--- config.mk ---
export PLATFORM = sky130hd
export DESIGN_NAME = cpld_ram512k
export DESIGN_NICKNAME = d
export VERILOG_FILES = /design/src/logic/ram512k_pkg.sv /design/src/logic/cpld_ram512k.sv /design/src/logic/block_mapper.sv /design/src/logic/bank_select_reg.sv
export SDC_FILE = /design/constraint.sdc
export NUM_CORES = 1
export LEC_CHECK = 0
export BUFFER_PORTS_ARGS = -buffer_cell sky130_fd_sc_hd__buf_2
export CAP_MARGIN = 20
export CORE_AREA = 2 2 39 41
export CTS_CLUSTER_DIAMETER = 200
export CTS_CLUSTER_SIZE = 14
export DETAILED_ROUTE_END_ITERATION = 8
export DIE_AREA = 0 0 41 43
export PLACE_DENSITY = 0.67
export SLEW_MARGIN = 5
export SYNTH_ARGS = -nofsm -noshare
export SYNTH_HDL_FRONTEND = slang
export SYNTH_SLANG_ARGS = --single-unit
--- constraint.sdc ---
create_clock -name clk -period 2.7 [get_ports clk]
set_input_delay 0.405 -clock clk [delete_from_list [all_inputs] [get_ports clk]]
set_output_delay 0.405 -clock clk [all_outputs]
set_load 0.05 [all_outputs]
--- src/logic/ram512k_pkg.sv ---
// shared widths, field types and scheme codes for the 512k ram card, referenced by package::name
package ram512k_pkg;

   // field widths
   localparam int BANK_W     = 3;                 // eight 64k banks
   localparam int SCHEME_W   = 3;                 // eight block switching schemes
   localparam int BLOCK_W    = 2;                 // four 16k blocks per bank
   localparam int RAMADRHI_W = BANK_W + BLOCK_W;  // bank and block together
   localparam int ADR_LO_W   = 14;                // byte offset inside a 16k block

   typedef logic [BANK_W-1:0]              bank_t;
   typedef logic [SCHEME_W-1:0]            scheme_t;
   typedef logic [RAMADRHI_W-1:0]          ramadrhi_t;
   typedef logic [RAMADRHI_W+ADR_LO_W-1:0] sram_adr_t;   // 19 bits, full byte address

   // 512k bytes in the external array
   localparam int SRAM_DEPTH = 524288;

   // top two data bits of a bank select write to 0x7fxx
   localparam logic [1:0] SELECT_TAG = 2'b11;

   // block switching schemes within the chosen bank
   localparam scheme_t SCHEME_OFF     = 3'd0;     // internal ram only
   localparam scheme_t SCHEME_TOP     = 3'd1;     // 0xc000 quarter to block 3
   localparam scheme_t SCHEME_ALL     = 3'd2;     // whole 64k from the bank
   localparam scheme_t SCHEME_TOP_ALT = 3'd3;     // same map as SCHEME_TOP on this card
   // schemes 4 to 7 put block (scheme - 4) in the 0x4000 window
   localparam scheme_t WINDOW_BASE    = 3'd4;

endpackage
--- src/logic/cpld_ram512k.sv ---
// cpld top for the 512k card, register plus mapper with ram strobes and internal ram disable
module cpld_ram512k
(
   input  logic                   clk,
   input  logic                   reset_b,
   input  logic                   adr15,
   input  logic                   adr14,
   input  logic                   iorq_b,
   input  logic                   mreq_b,
   input  logic                   ramrd_b,
   input  logic                   wr_b,
   input  logic [7:0]             data,
   output logic                   ramdis,     // high kills the cpc internal ram
   output logic                   ramcs_b,
   output ram512k_pkg::ramadrhi_t ramadrhi,
   output logic                   ramoe_b,
   output logic                   ramwe_b
);

   ram512k_pkg::bank_t   bank;
   ram512k_pkg::scheme_t scheme;
   logic                 sel;

   bank_select_reg u_bank_reg
   (
      .clk     (clk),
      .reset_b (reset_b),
      .iorq_b  (iorq_b),
      .wr_b    (wr_b),
      .adr15   (adr15),
      .data    (data),
      .bank    (bank),
      .scheme  (scheme)
   );

   block_mapper u_mapper
   (
      .bank     (bank),
      .scheme   (scheme),
      .adr15    (adr15),
      .adr14    (adr14),
      .sel      (sel),
      .ramadrhi (ramadrhi)
   );

   assign ramcs_b = !(sel && !mreq_b);   // chip select only on a real memory cycle
   assign ramdis  = sel;                 // disable held regardless of mreq
   assign ramoe_b = ramrd_b;             // cpc ramrd already qualifies reads
   assign ramwe_b = wr_b;

   // a selected sram must always have the internal ram off the bus
   a_cs_implies_dis : assert property (
      @(posedge clk) disable iff (!reset_b)
      !ramcs_b |-> ramdis
   ) else $error("cpld_ram512k ramcs_b low with ramdis low");

endmodule

--- src/logic/block_mapper.sv ---
// combinational block mapper, turns scheme, bank and a15:a14 into the card select and high ram address
module block_mapper
(
   input  ram512k_pkg::bank_t     bank,
   input  ram512k_pkg::scheme_t   scheme,
   input  logic                   adr15,
   input  logic                   adr14,
   output logic                   sel,        // expansion takes this access
   output ram512k_pkg::ramadrhi_t ramadrhi    // {bank, block}, zero when unmapped
);

   logic [ram512k_pkg::BLOCK_W-1:0] quarter;   // which 16k quarter of cpu space
   logic [ram512k_pkg::BLOCK_W-1:0] blk;       // block inside the bank
   logic [ram512k_pkg::BLOCK_W-1:0] win_blk;   // block for the 0x4000 window schemes
   ram512k_pkg::scheme_t            win_ofs;   // scheme minus window base
   logic                            hit;

   assign quarter = {adr15, adr14};

   // schemes 4..7 map onto blocks 0..3, only the low bits survive
   assign win_ofs = scheme - ram512k_pkg::WINDOW_BASE;
   assign win_blk = win_ofs[ram512k_pkg::BLOCK_W-1:0];

   always_comb
   begin
      hit = 1'b0;
      blk = '0;
      case (scheme)
         ram512k_pkg::SCHEME_OFF:
         begin
            hit = 1'b0;                    // cpc internal ram everywhere
         end
         ram512k_pkg::SCHEME_ALL:
         begin
            hit = 1'b1;                    // all four quarters
            blk = quarter;                 // block follows the cpu address
         end
         ram512k_pkg::SCHEME_TOP,
         ram512k_pkg::SCHEME_TOP_ALT:
         begin
            hit = (quarter == 2'b11);      // 0xc000 only
            blk = 2'b11;
         end
         default:
         begin
            // window schemes, 0x4000 quarter only
            hit = (quarter == 2'b01);
            blk = win_blk;
         end
      endcase
   end

   assign sel      = hit;
   assign ramadrhi = hit ? {bank, blk} : '0;   // unmapped drives zero, not x

   // scheme 0 must never pull the expansion onto the bus
   always_comb
   begin
      a_off_no_sel : assert ((scheme != ram512k_pkg::SCHEME_OFF) || !sel)
         else $error("block_mapper sel high with SCHEME_OFF");
   end

endmodule

--- src/logic/bank_select_reg.sv ---
// bank select register, snoops i/o writes to 0x7fxx and holds the current bank and scheme
module bank_select_reg
(
   input  logic                 clk,
   input  logic                 reset_b,     // sync, active low
   input  logic                 iorq_b,
   input  logic                 wr_b,
   input  logic                 adr15,       // port decode only looks at a15 low
   input  logic [7:0]           data,
   output ram512k_pkg::bank_t   bank,
   output ram512k_pkg::scheme_t scheme
);

   logic sel_evt;   // qualified select write this cycle

   // i/o write, a15 low and the 11 tag in the top data bits
   assign sel_evt = !iorq_b && !wr_b && !adr15 &&
                    (data[7:6] == ram512k_pkg::SELECT_TAG);

   // data[5:3] picks the bank, data[2:0] the scheme
   always_ff @(posedge clk)
   begin
      if (!reset_b)
      begin
         bank   <= '0;
         scheme <= '0;                      // SCHEME_OFF, card stays off the bus
      end
      else if (sel_evt)
      begin
         bank   <= data[5:3];
         scheme <= data[2:0];
      end
   end

   // the config only moves out of reset when a select write was seen the edge before
   a_change_needs_select : assert property (
      @(posedge clk) disable iff (!reset_b)
      (({bank, scheme} != $past({bank, scheme})) && $past(reset_b)) |-> $past(sel_evt)
   ) else $error("bank_select_reg config changed without a select write");

endmodule

After elaboration in Yosys (flattened, before gate mapping)
Index checks and enable logic that the tools add are counted.
Widths: inputs -> output; s select.

word-level totals
  register bits = 6
  output and inout bits = 9
  logic and storage cells = 23

cells by class
  $add $sub $neg = 1
  eq/ne operators = 6
  muxes and demuxes = 3
  reduce and logical (&&, ||, !) cells = 11

operators with widths
  kind                 number
  $eq 3x2->1 const B   2
  $pmux 2 s3           1
  $logic_not 1->1      5
  $mux 5               1
  $eq 2x2->1 const B   2
  $logic_and 1x1->1    4
  $eq 3x1->1 const B   1
  $logic_not 3->1      1
  $pmux 1 s3           1
  $eq 2x1->1 const B   1
  $reduce_or 2->1      1
  $sub 2x1->2 const B  1

Logic depth before layout (Yosys ltp)
Gate-level depths: netlist (run 1).

  depth in word-level cells = 5
  depth in mapped cells = 3

Cells and area by module
A second synthesis (run 1) with hierarchy kept.

second synthesis, totals
  cells, all modules = 47
  area, all modules = 387.9 um^2

modules (own cells, without submodules)
  module           instances  cells an instance  area each (um^2)  sequential area each (um^2)
  bank_select_reg  1          27                 254.0             120.1
  block_mapper     1          17                 112.6             0.0
  cpld_ram512k     1          3                  21.3              0.0

Least setup slack after synthesis (run 1)
Ideal clock, no wire load.

  path kind = reg2out
  start = reg u_bank_reg.scheme[0]
  end = out ramadrhi[2]
  data arrival time = 1.857 ns
  slack = 0.438 ns
  cell stages (with the launch flop) = 4
  path through = dfxtp_1 -> nand2b_1 -> a21o_1 -> a21boi_0

on the way
  cells in the longest elaborated chain, start to end = 4
  elaborated cells on any way between the ends = 7

ends and longest elaborated chain
  element                                          line                   RTL
  start, declared                                  bank_select_reg.sv:11  output ram512k_pkg::scheme_t scheme
  start signal, assigned                           bank_select_reg.sv:31  scheme <= data[2:0];
  $eq 3x1->1 / $eq 3x2->1 (equally long branches)  block_mapper.sv:28     case (scheme)
  $reduce_or 2->1                                  block_mapper.sv:28
  $pmux 1 s3 (*)                                   block_mapper.sv:28
  $mux 5 (*)                                       block_mapper.sv:54     assign ramadrhi = hit ? {bank, blk} : '0;
  end, declared                                    cpld_ram512k.sv:15     output ram512k_pkg::ramadrhi_t ramadrhi,

Every way passes the cells marked *; elsewhere a longest branch is shown, timed or not.

Worst setup path after layout (run 1)
  start = reg u_bank_reg.scheme[0]
  end = out ramadrhi[4]

The elaborated chain is that of the path after synthesis.

==> results of run 1 <==
-- through the flow --
| step | hold slack, ns | setup slack (ns) | power (uW) |
|---|---|---|---|
| after floorplan | 0.431 | 0.438 | 114 |
| after global placement | 0.446 | 0.970 | 124 |
| after detailed placement | 0.455 | 0.957 | 124 |
| after CTS | 0.399 | 0.816 | 208 |
| after global routing | 0.398 | 0.678 | 216 |
| final | 0.407 | 0.835 | 204 |
-- critical path: stages, from the launching register on --
cell,delay [ns]
dfxtp_1,0.34
nand2b_1,0.19
a21o_1,0.22
a21boi_0,0.18
buf_2,0.29
-- area by class of cell --
type / instances / area (sq um)
clock buffer: 3 / 22.5
tap: 16 / 20.0
sequential: 6 / 120
timing repair buffer: 22 / 110
fill: 156 / 867
multi-input combinational: 39 / 244
-- worst max path at each step --
stage,slack (ns),depth (start not counted),end,start
4_1_cts,0.82,4,ramadrhi[4],u_bank_reg.scheme[0]$_SDFFE_PN0P_
6_report,0.83,4,ramadrhi[4],u_bank_reg.scheme[0]$_SDFFE_PN0P_
3_5_place_dp,0.96,5,ramadrhi[4],adr15
5_1_grt,0.68,4,ramadrhi[4],u_bank_reg.scheme[0]$_SDFFE_PN0P_
3_3_place_gp,0.97,5,ramadrhi[3],adr15
2_1_floorplan,0.44,3,ramadrhi[2],u_bank_reg.scheme[0]$_SDFFE_PN0P_
-- layer usage --
layer  routed length [um]  vias up
met5                    0        -
met4                    0        0
met3                   81        0
li1                     -      206
met2                  383       16
met1                  375      170
-- flip-flops by register name, indices dropped and copies added, names as in the netlist --
register and count:
u_bank_reg.bank 3, u_bank_reg.scheme 3
-- power groups by stage --
stage | registers, uW | clock network, uW | logic, uW
3_3_place_gp | 92.6 | 0 | 31.0
6_report | 91.0 | 82.0 | 31.3
2_1_floorplan | 92.4 | 0 | 21.2
3_5_place_dp | 92.6 | 0 | 31.4
4_1_cts | 91.0 | 85.4 | 31.5
5_1_grt | 91.0 | 90.8 | 34.0
-- cells in the mapped netlist (all sizes together) --
master  count
a31o        1
nand3       1
or2b        1
a21boi      3
mux2i       6
a21o        2
nand2      18
nand2b      1
clkbuf      1
a21oi       2
o21a        1
buf         2
dfxtp       6
and2b       1
nor2        1
nor4        1
-- cells by family (layout without fill, tap and decap cells) --
logic type,Yosys count,count (layout),synth area share [%]
muxes,6,6,15.7
DFF,6,6,31.4
buffers and inverters,3,25,4.90
AOI/OAI and AO/OA,9,9,16.7
and+or+nand+nor,24,24,31.4
==> metrics.txt, run 1 <==
outcome=finished clean; die width=41 um; vias per std cell=4.56; Synthesis Warnings=0; clock root buffer master=clkbuf_4; setup slack on the worst flop-to-flop path=2.01 ns; first-pass GRT wire length=1.35 mm; area of the die=1760 sq um; slew margin rel.=62.3%; standby leakage power=0.000231 uW; met2 global-route usage=16.9%; H-tree depth=1; Min Clock Period, post-route=1.87 ns; post-cts sizing count=0; busiest metal layer after global routing=met2; Hold WC Path Type=in2reg; Placed Instances=83; post-synthesis instance area=383 sq um; kind of start point of the critical path=register; leading cell types in the layout, fill and taps excluded=buf_2, nand2_1, mux2i_1, dfxtp_1; synthesized area per cell=7.98 sq um; number of nets at the end of the flow=88; total internal power=153 uW; final slew viol count=0; violation count after the first detailed-routing iteration=10; total wire length after detailed routing=840 um; CTS Hold Bufs=0; Reg2Reg Depth=2; boundary pin count=25; #FFs+latches synth=6; worst slew pin tran=0.561 ns; unrepaired setup endpoints after global routing=no; reg-to-reg critical path startpoint=u_bank_reg.scheme[2]$_SDFFE_PN0P_; number of optimization iterations in the first detailed-route pass=4; register clock-pin slew on the reported worst setup and hold paths=0.05 ns; Gate power share=15.3%; highest ir drop seen on vdd=0.000235 V; start-to-end type of the worst setup path=reg2out; post-route clock skew=0 ns; WL per Instance=9.77 um; biggest area contributors in the synthesized netlist=dfxtp_1, nand2_1, mux2i_1, a21boi_0, nor4_4; number of nets in the synthesized netlist=64; MaxCap Viol Count=0; met3 usage=3.14%; Period Utilization, post-route=69.1%; number of antenna violations at the first check in global routing=0; layout cells sized above 1=40.0%; Worst-Skew Late Latency=0.24 ns; Flop pwr share=44.5%; Design Area, Final=517 sq um; maximum number of pins on one net before global-route repair=13; final hold viol count=0; area added between synthesis and finish=35.0%; maximum frequency from static timing analysis=536 MHz; most common library cell in the layout ignoring fill and taps=buf_2; row cnt=14; final standard cell count with taps included and fillers excluded=86; instance count along the most critical hold path=3; All-Layer GR Usage=11.2%; switching power as a share of total power=24.9%; Placer Congestion=0.628; DRT antenna net count=0; arrival time of data at the critical path endpoint=1.46 ns; fraction of synthesized cell area taken by the top area cell type=31.4%; setup repair bufs after CTS=0; HPWL reported at the end of detailed placement=706 um; clock buffers created by TritonCTS=3; critical register-to-register path endpoint=u_bank_reg.scheme[2]$_SDFFE_PN0P_; total placed instance area=494 sq um; DRC violations left=0; core occupancy in the finished layout=37.3%; share of synthesized area occupied by flip-flops and latches=31.4%; placeable core region=1380 sq um; number of library cell types mapped by synthesis=16; cell taking the most area after synthesis=dfxtp_1; count of clock tree sinks=6; Worst Hold End=u_bank_reg.scheme[2]$_SDFFE_PN0P_; Initial Utilization=27.7%; critical hold path startpoint=data[2]; cells after synthesis=48; clock tree buffer depth=2; total of buffers placed on input and output ports=22; critical path capture point type=output port; via count of the first global-routing pass=371; clock share of power=40.2%; die boundary height=43 um; final antenna diode count=0; Finish-stage setup viols=0; met1 Usage GRT=12.9%; clock tree from TritonCTS=built; Power Density=395 nW/um^2; total gr overflow=0; power spent charging and discharging nets=50.9 uW; CP required=2.30 ns; total number of vias=392; sum of negative setup slack=0 ns; Max Fanout on Critical Path=6
(Power assumes the default switching activity.)
==> inputs of run 2 (changes only) <==
==> constraint.sdc (replaced) <==
create_clock -name clk -period 1.9 [get_ports clk]
set_input_delay 0.285 -clock clk [delete_from_list [all_inputs] [get_ports clk]]
set_output_delay 0.285 -clock clk [all_outputs]
set_load 0.05 [all_outputs]
==> run 2 against run 1 <==
Clock skew stayed put. Worst hold slack worse by 0.11 ns. First-iteration DRC count is 30% lower. Via count is 0.51% lower. Combinational power is 42% higher. Total power is 41% higher. Global-route usage is 0.80 points lower. Critical path type unchanged. Critical endpoint is now ramadrhi[3]. Largest cell class unchanged. Largest power group unchanged. Highest routed layer unchanged.
==> metrics.txt, run 2 (same netlist as run 1, synthesis figures left out) <==
outcome=finished clean; maximum frequency from static timing analysis=576 MHz; HPWL reported at the end of detailed placement=709 um; H-tree depth=1; total placed instance area=494 sq um; maximum number of pins on one net before global-route repair=13; total number of vias=390; most common library cell in the layout ignoring fill and taps=buf_2; WL per Instance=9.99 um; crit path setup slack, layout=0.163 ns; final antenna diode count=0; placeable core region=1380 sq um; die width=41 um; first-pass GRT wire length=1.24 mm; Period Utilization, post-route=91.4%; violation count after the first detailed-routing iteration=7; area added between synthesis and finish=35.0%; Min Clock Period, post-route=1.74 ns; largest delay contributor family on the critical path=compound AO/OA/AOI/OAI gates; clock buffers created by TritonCTS=3; Initial Utilization=27.7%; sum of buffers and inverters on the critical path=1; clock tree buffer depth=2; start-to-end type of the worst setup path=reg2out; Finish-stage setup viols=0; clock tree from TritonCTS=built; filler instances=159; arrival time of data at the critical path endpoint=1.45 ns; CP cell instances=nand2b_1 > a21o_1 > a21boi_0 > buf_2; layout cells sized above 1=40.0%; row cnt=14; top flop regs=u_bank_reg.bank: 3 flops, u_bank_reg.scheme: 3 flops; post-cts sizing count=0; register clock-pin slew on the reported worst setup and hold paths=0.05 ns; core occupancy in the finished layout=37.3%; Crit-path slowest cell=dfxtp_1; unrepaired setup endpoints after global routing=no; CTS Hold Bufs=0; CP required=1.62 ns; total of buffers placed on input and output ports=22; kind of start point of the critical path=register; Placer Congestion=0.631; setup repair bufs after CTS=0; final hold viol count=0; maximum single-stage delay on the critical path=0.34 ns; die boundary height=43 um; number of optimization iterations in the first detailed-route pass=4; DRC violations left=0; area of the die=1760 sq um; clock root buffer master=clkbuf_4; post-route clock skew=0 ns; slew margin rel.=62.4%; pre-CTS setup slack=0.390 ns; count of clock tree sinks=6; leading cell types in the layout, fill and taps excluded=buf_2, nand2_1, mux2i_1, dfxtp_1; Power Density=558 nW/um^2; total gr overflow=0; via count of the first global-routing pass=327; final slew viol count=0; Hold WC Path Type=in2reg; vias per std cell=4.53; number of antenna violations at the first check in global routing=0; Max Fanout on Critical Path=6; DRT antenna net count=0; MaxCap Viol Count=0; All-Layer GR Usage=10.4%; Design Area, Final=517 sq um; highest ir drop seen on vdd=0.000217 V; standby leakage power=0.000231 uW; critical path capture point type=output port; total wire length after detailed routing=859 um; worst slew pin tran=0.560 ns; Worst-Skew Late Latency=0.24 ns; number of nets at the end of the flow=88; boundary pin count=25
[run 2: cell counts in the layout (fill, tap and decap cells not counted)]
No cell type changed its count.
[run 2: worst min-delay path: cells and delay by family]
family / cells / cell delay, ns
buffers and inverters: 1 / 0.10
and+or+nand+nor: 1 / 0.05
muxes: 1 / 0.05
[run 2: per-stage QoR]
stage          setup TNS, ns  hold slack [ns]  instances  power [uW]
6_report                   0            0.294         86         288
5_1_grt                    0            0.284         86         308
4_1_cts                    0            0.290         86         293
3_5_place_dp               0            0.455         83         176
3_3_place_gp               0            0.445         83         176
2_1_floorplan         -0.727            0.427         48         161
[run 2: worst paths after layout]
| kind | from | end | slack, ns | cells past startpoint |
|---|---|---|---|---|
| setup / recovery | u_bank_reg.scheme[0]$_SDFFE_PN0P_ | ramadrhi[3] | 0.16 | 4 |
| hold reg to reg | u_bank_reg.bank[0]$_SDFFE_PN0P_ | u_bank_reg.bank[0]$_SDFFE_PN0P_ | 0.46 | 2 |
| hold / removal | data[1] | u_bank_reg.scheme[1]$_SDFFE_PN0P_ | 0.29 | 3 |
| setup reg to reg | u_bank_reg.scheme[2]$_SDFFE_PN0P_ | u_bank_reg.scheme[2]$_SDFFE_PN0P_ | 1.22 | 2 |
[run 2: final cells by class]
cell class | count | area [sq um] | area share (%)
Timing Repair Buffer | 22 | 110 | 21.3
Tap cell | 16 | 20.0 | 3.87
Multi-Input combinational cell | 39 | 244 | 47.2
Clock buffer | 3 | 22.5 | 4.36
Sequential cell | 6 | 120 | 23.2
[run 2: metal layers]
metal | vias to the layer above | global-route usage, % | wire length, um
met4 | 0 | 6.00 | 0
met5 | - | 0 | 0
li1 | 205 | - | -
met2 | 18 | 15.6 | 412
met1 | 167 | 12.5 | 361
met3 | 0 | 3.14 | 86
[run 2: power breakdown]
part | total [uW] | switching, uW | internal [uW]
logic | 44.5 | 25.9 | 18.7
registers | 129 | 1.43 | 128
clock network | 114 | 43.0 | 71.3
total | 288 | 70.3 | 218
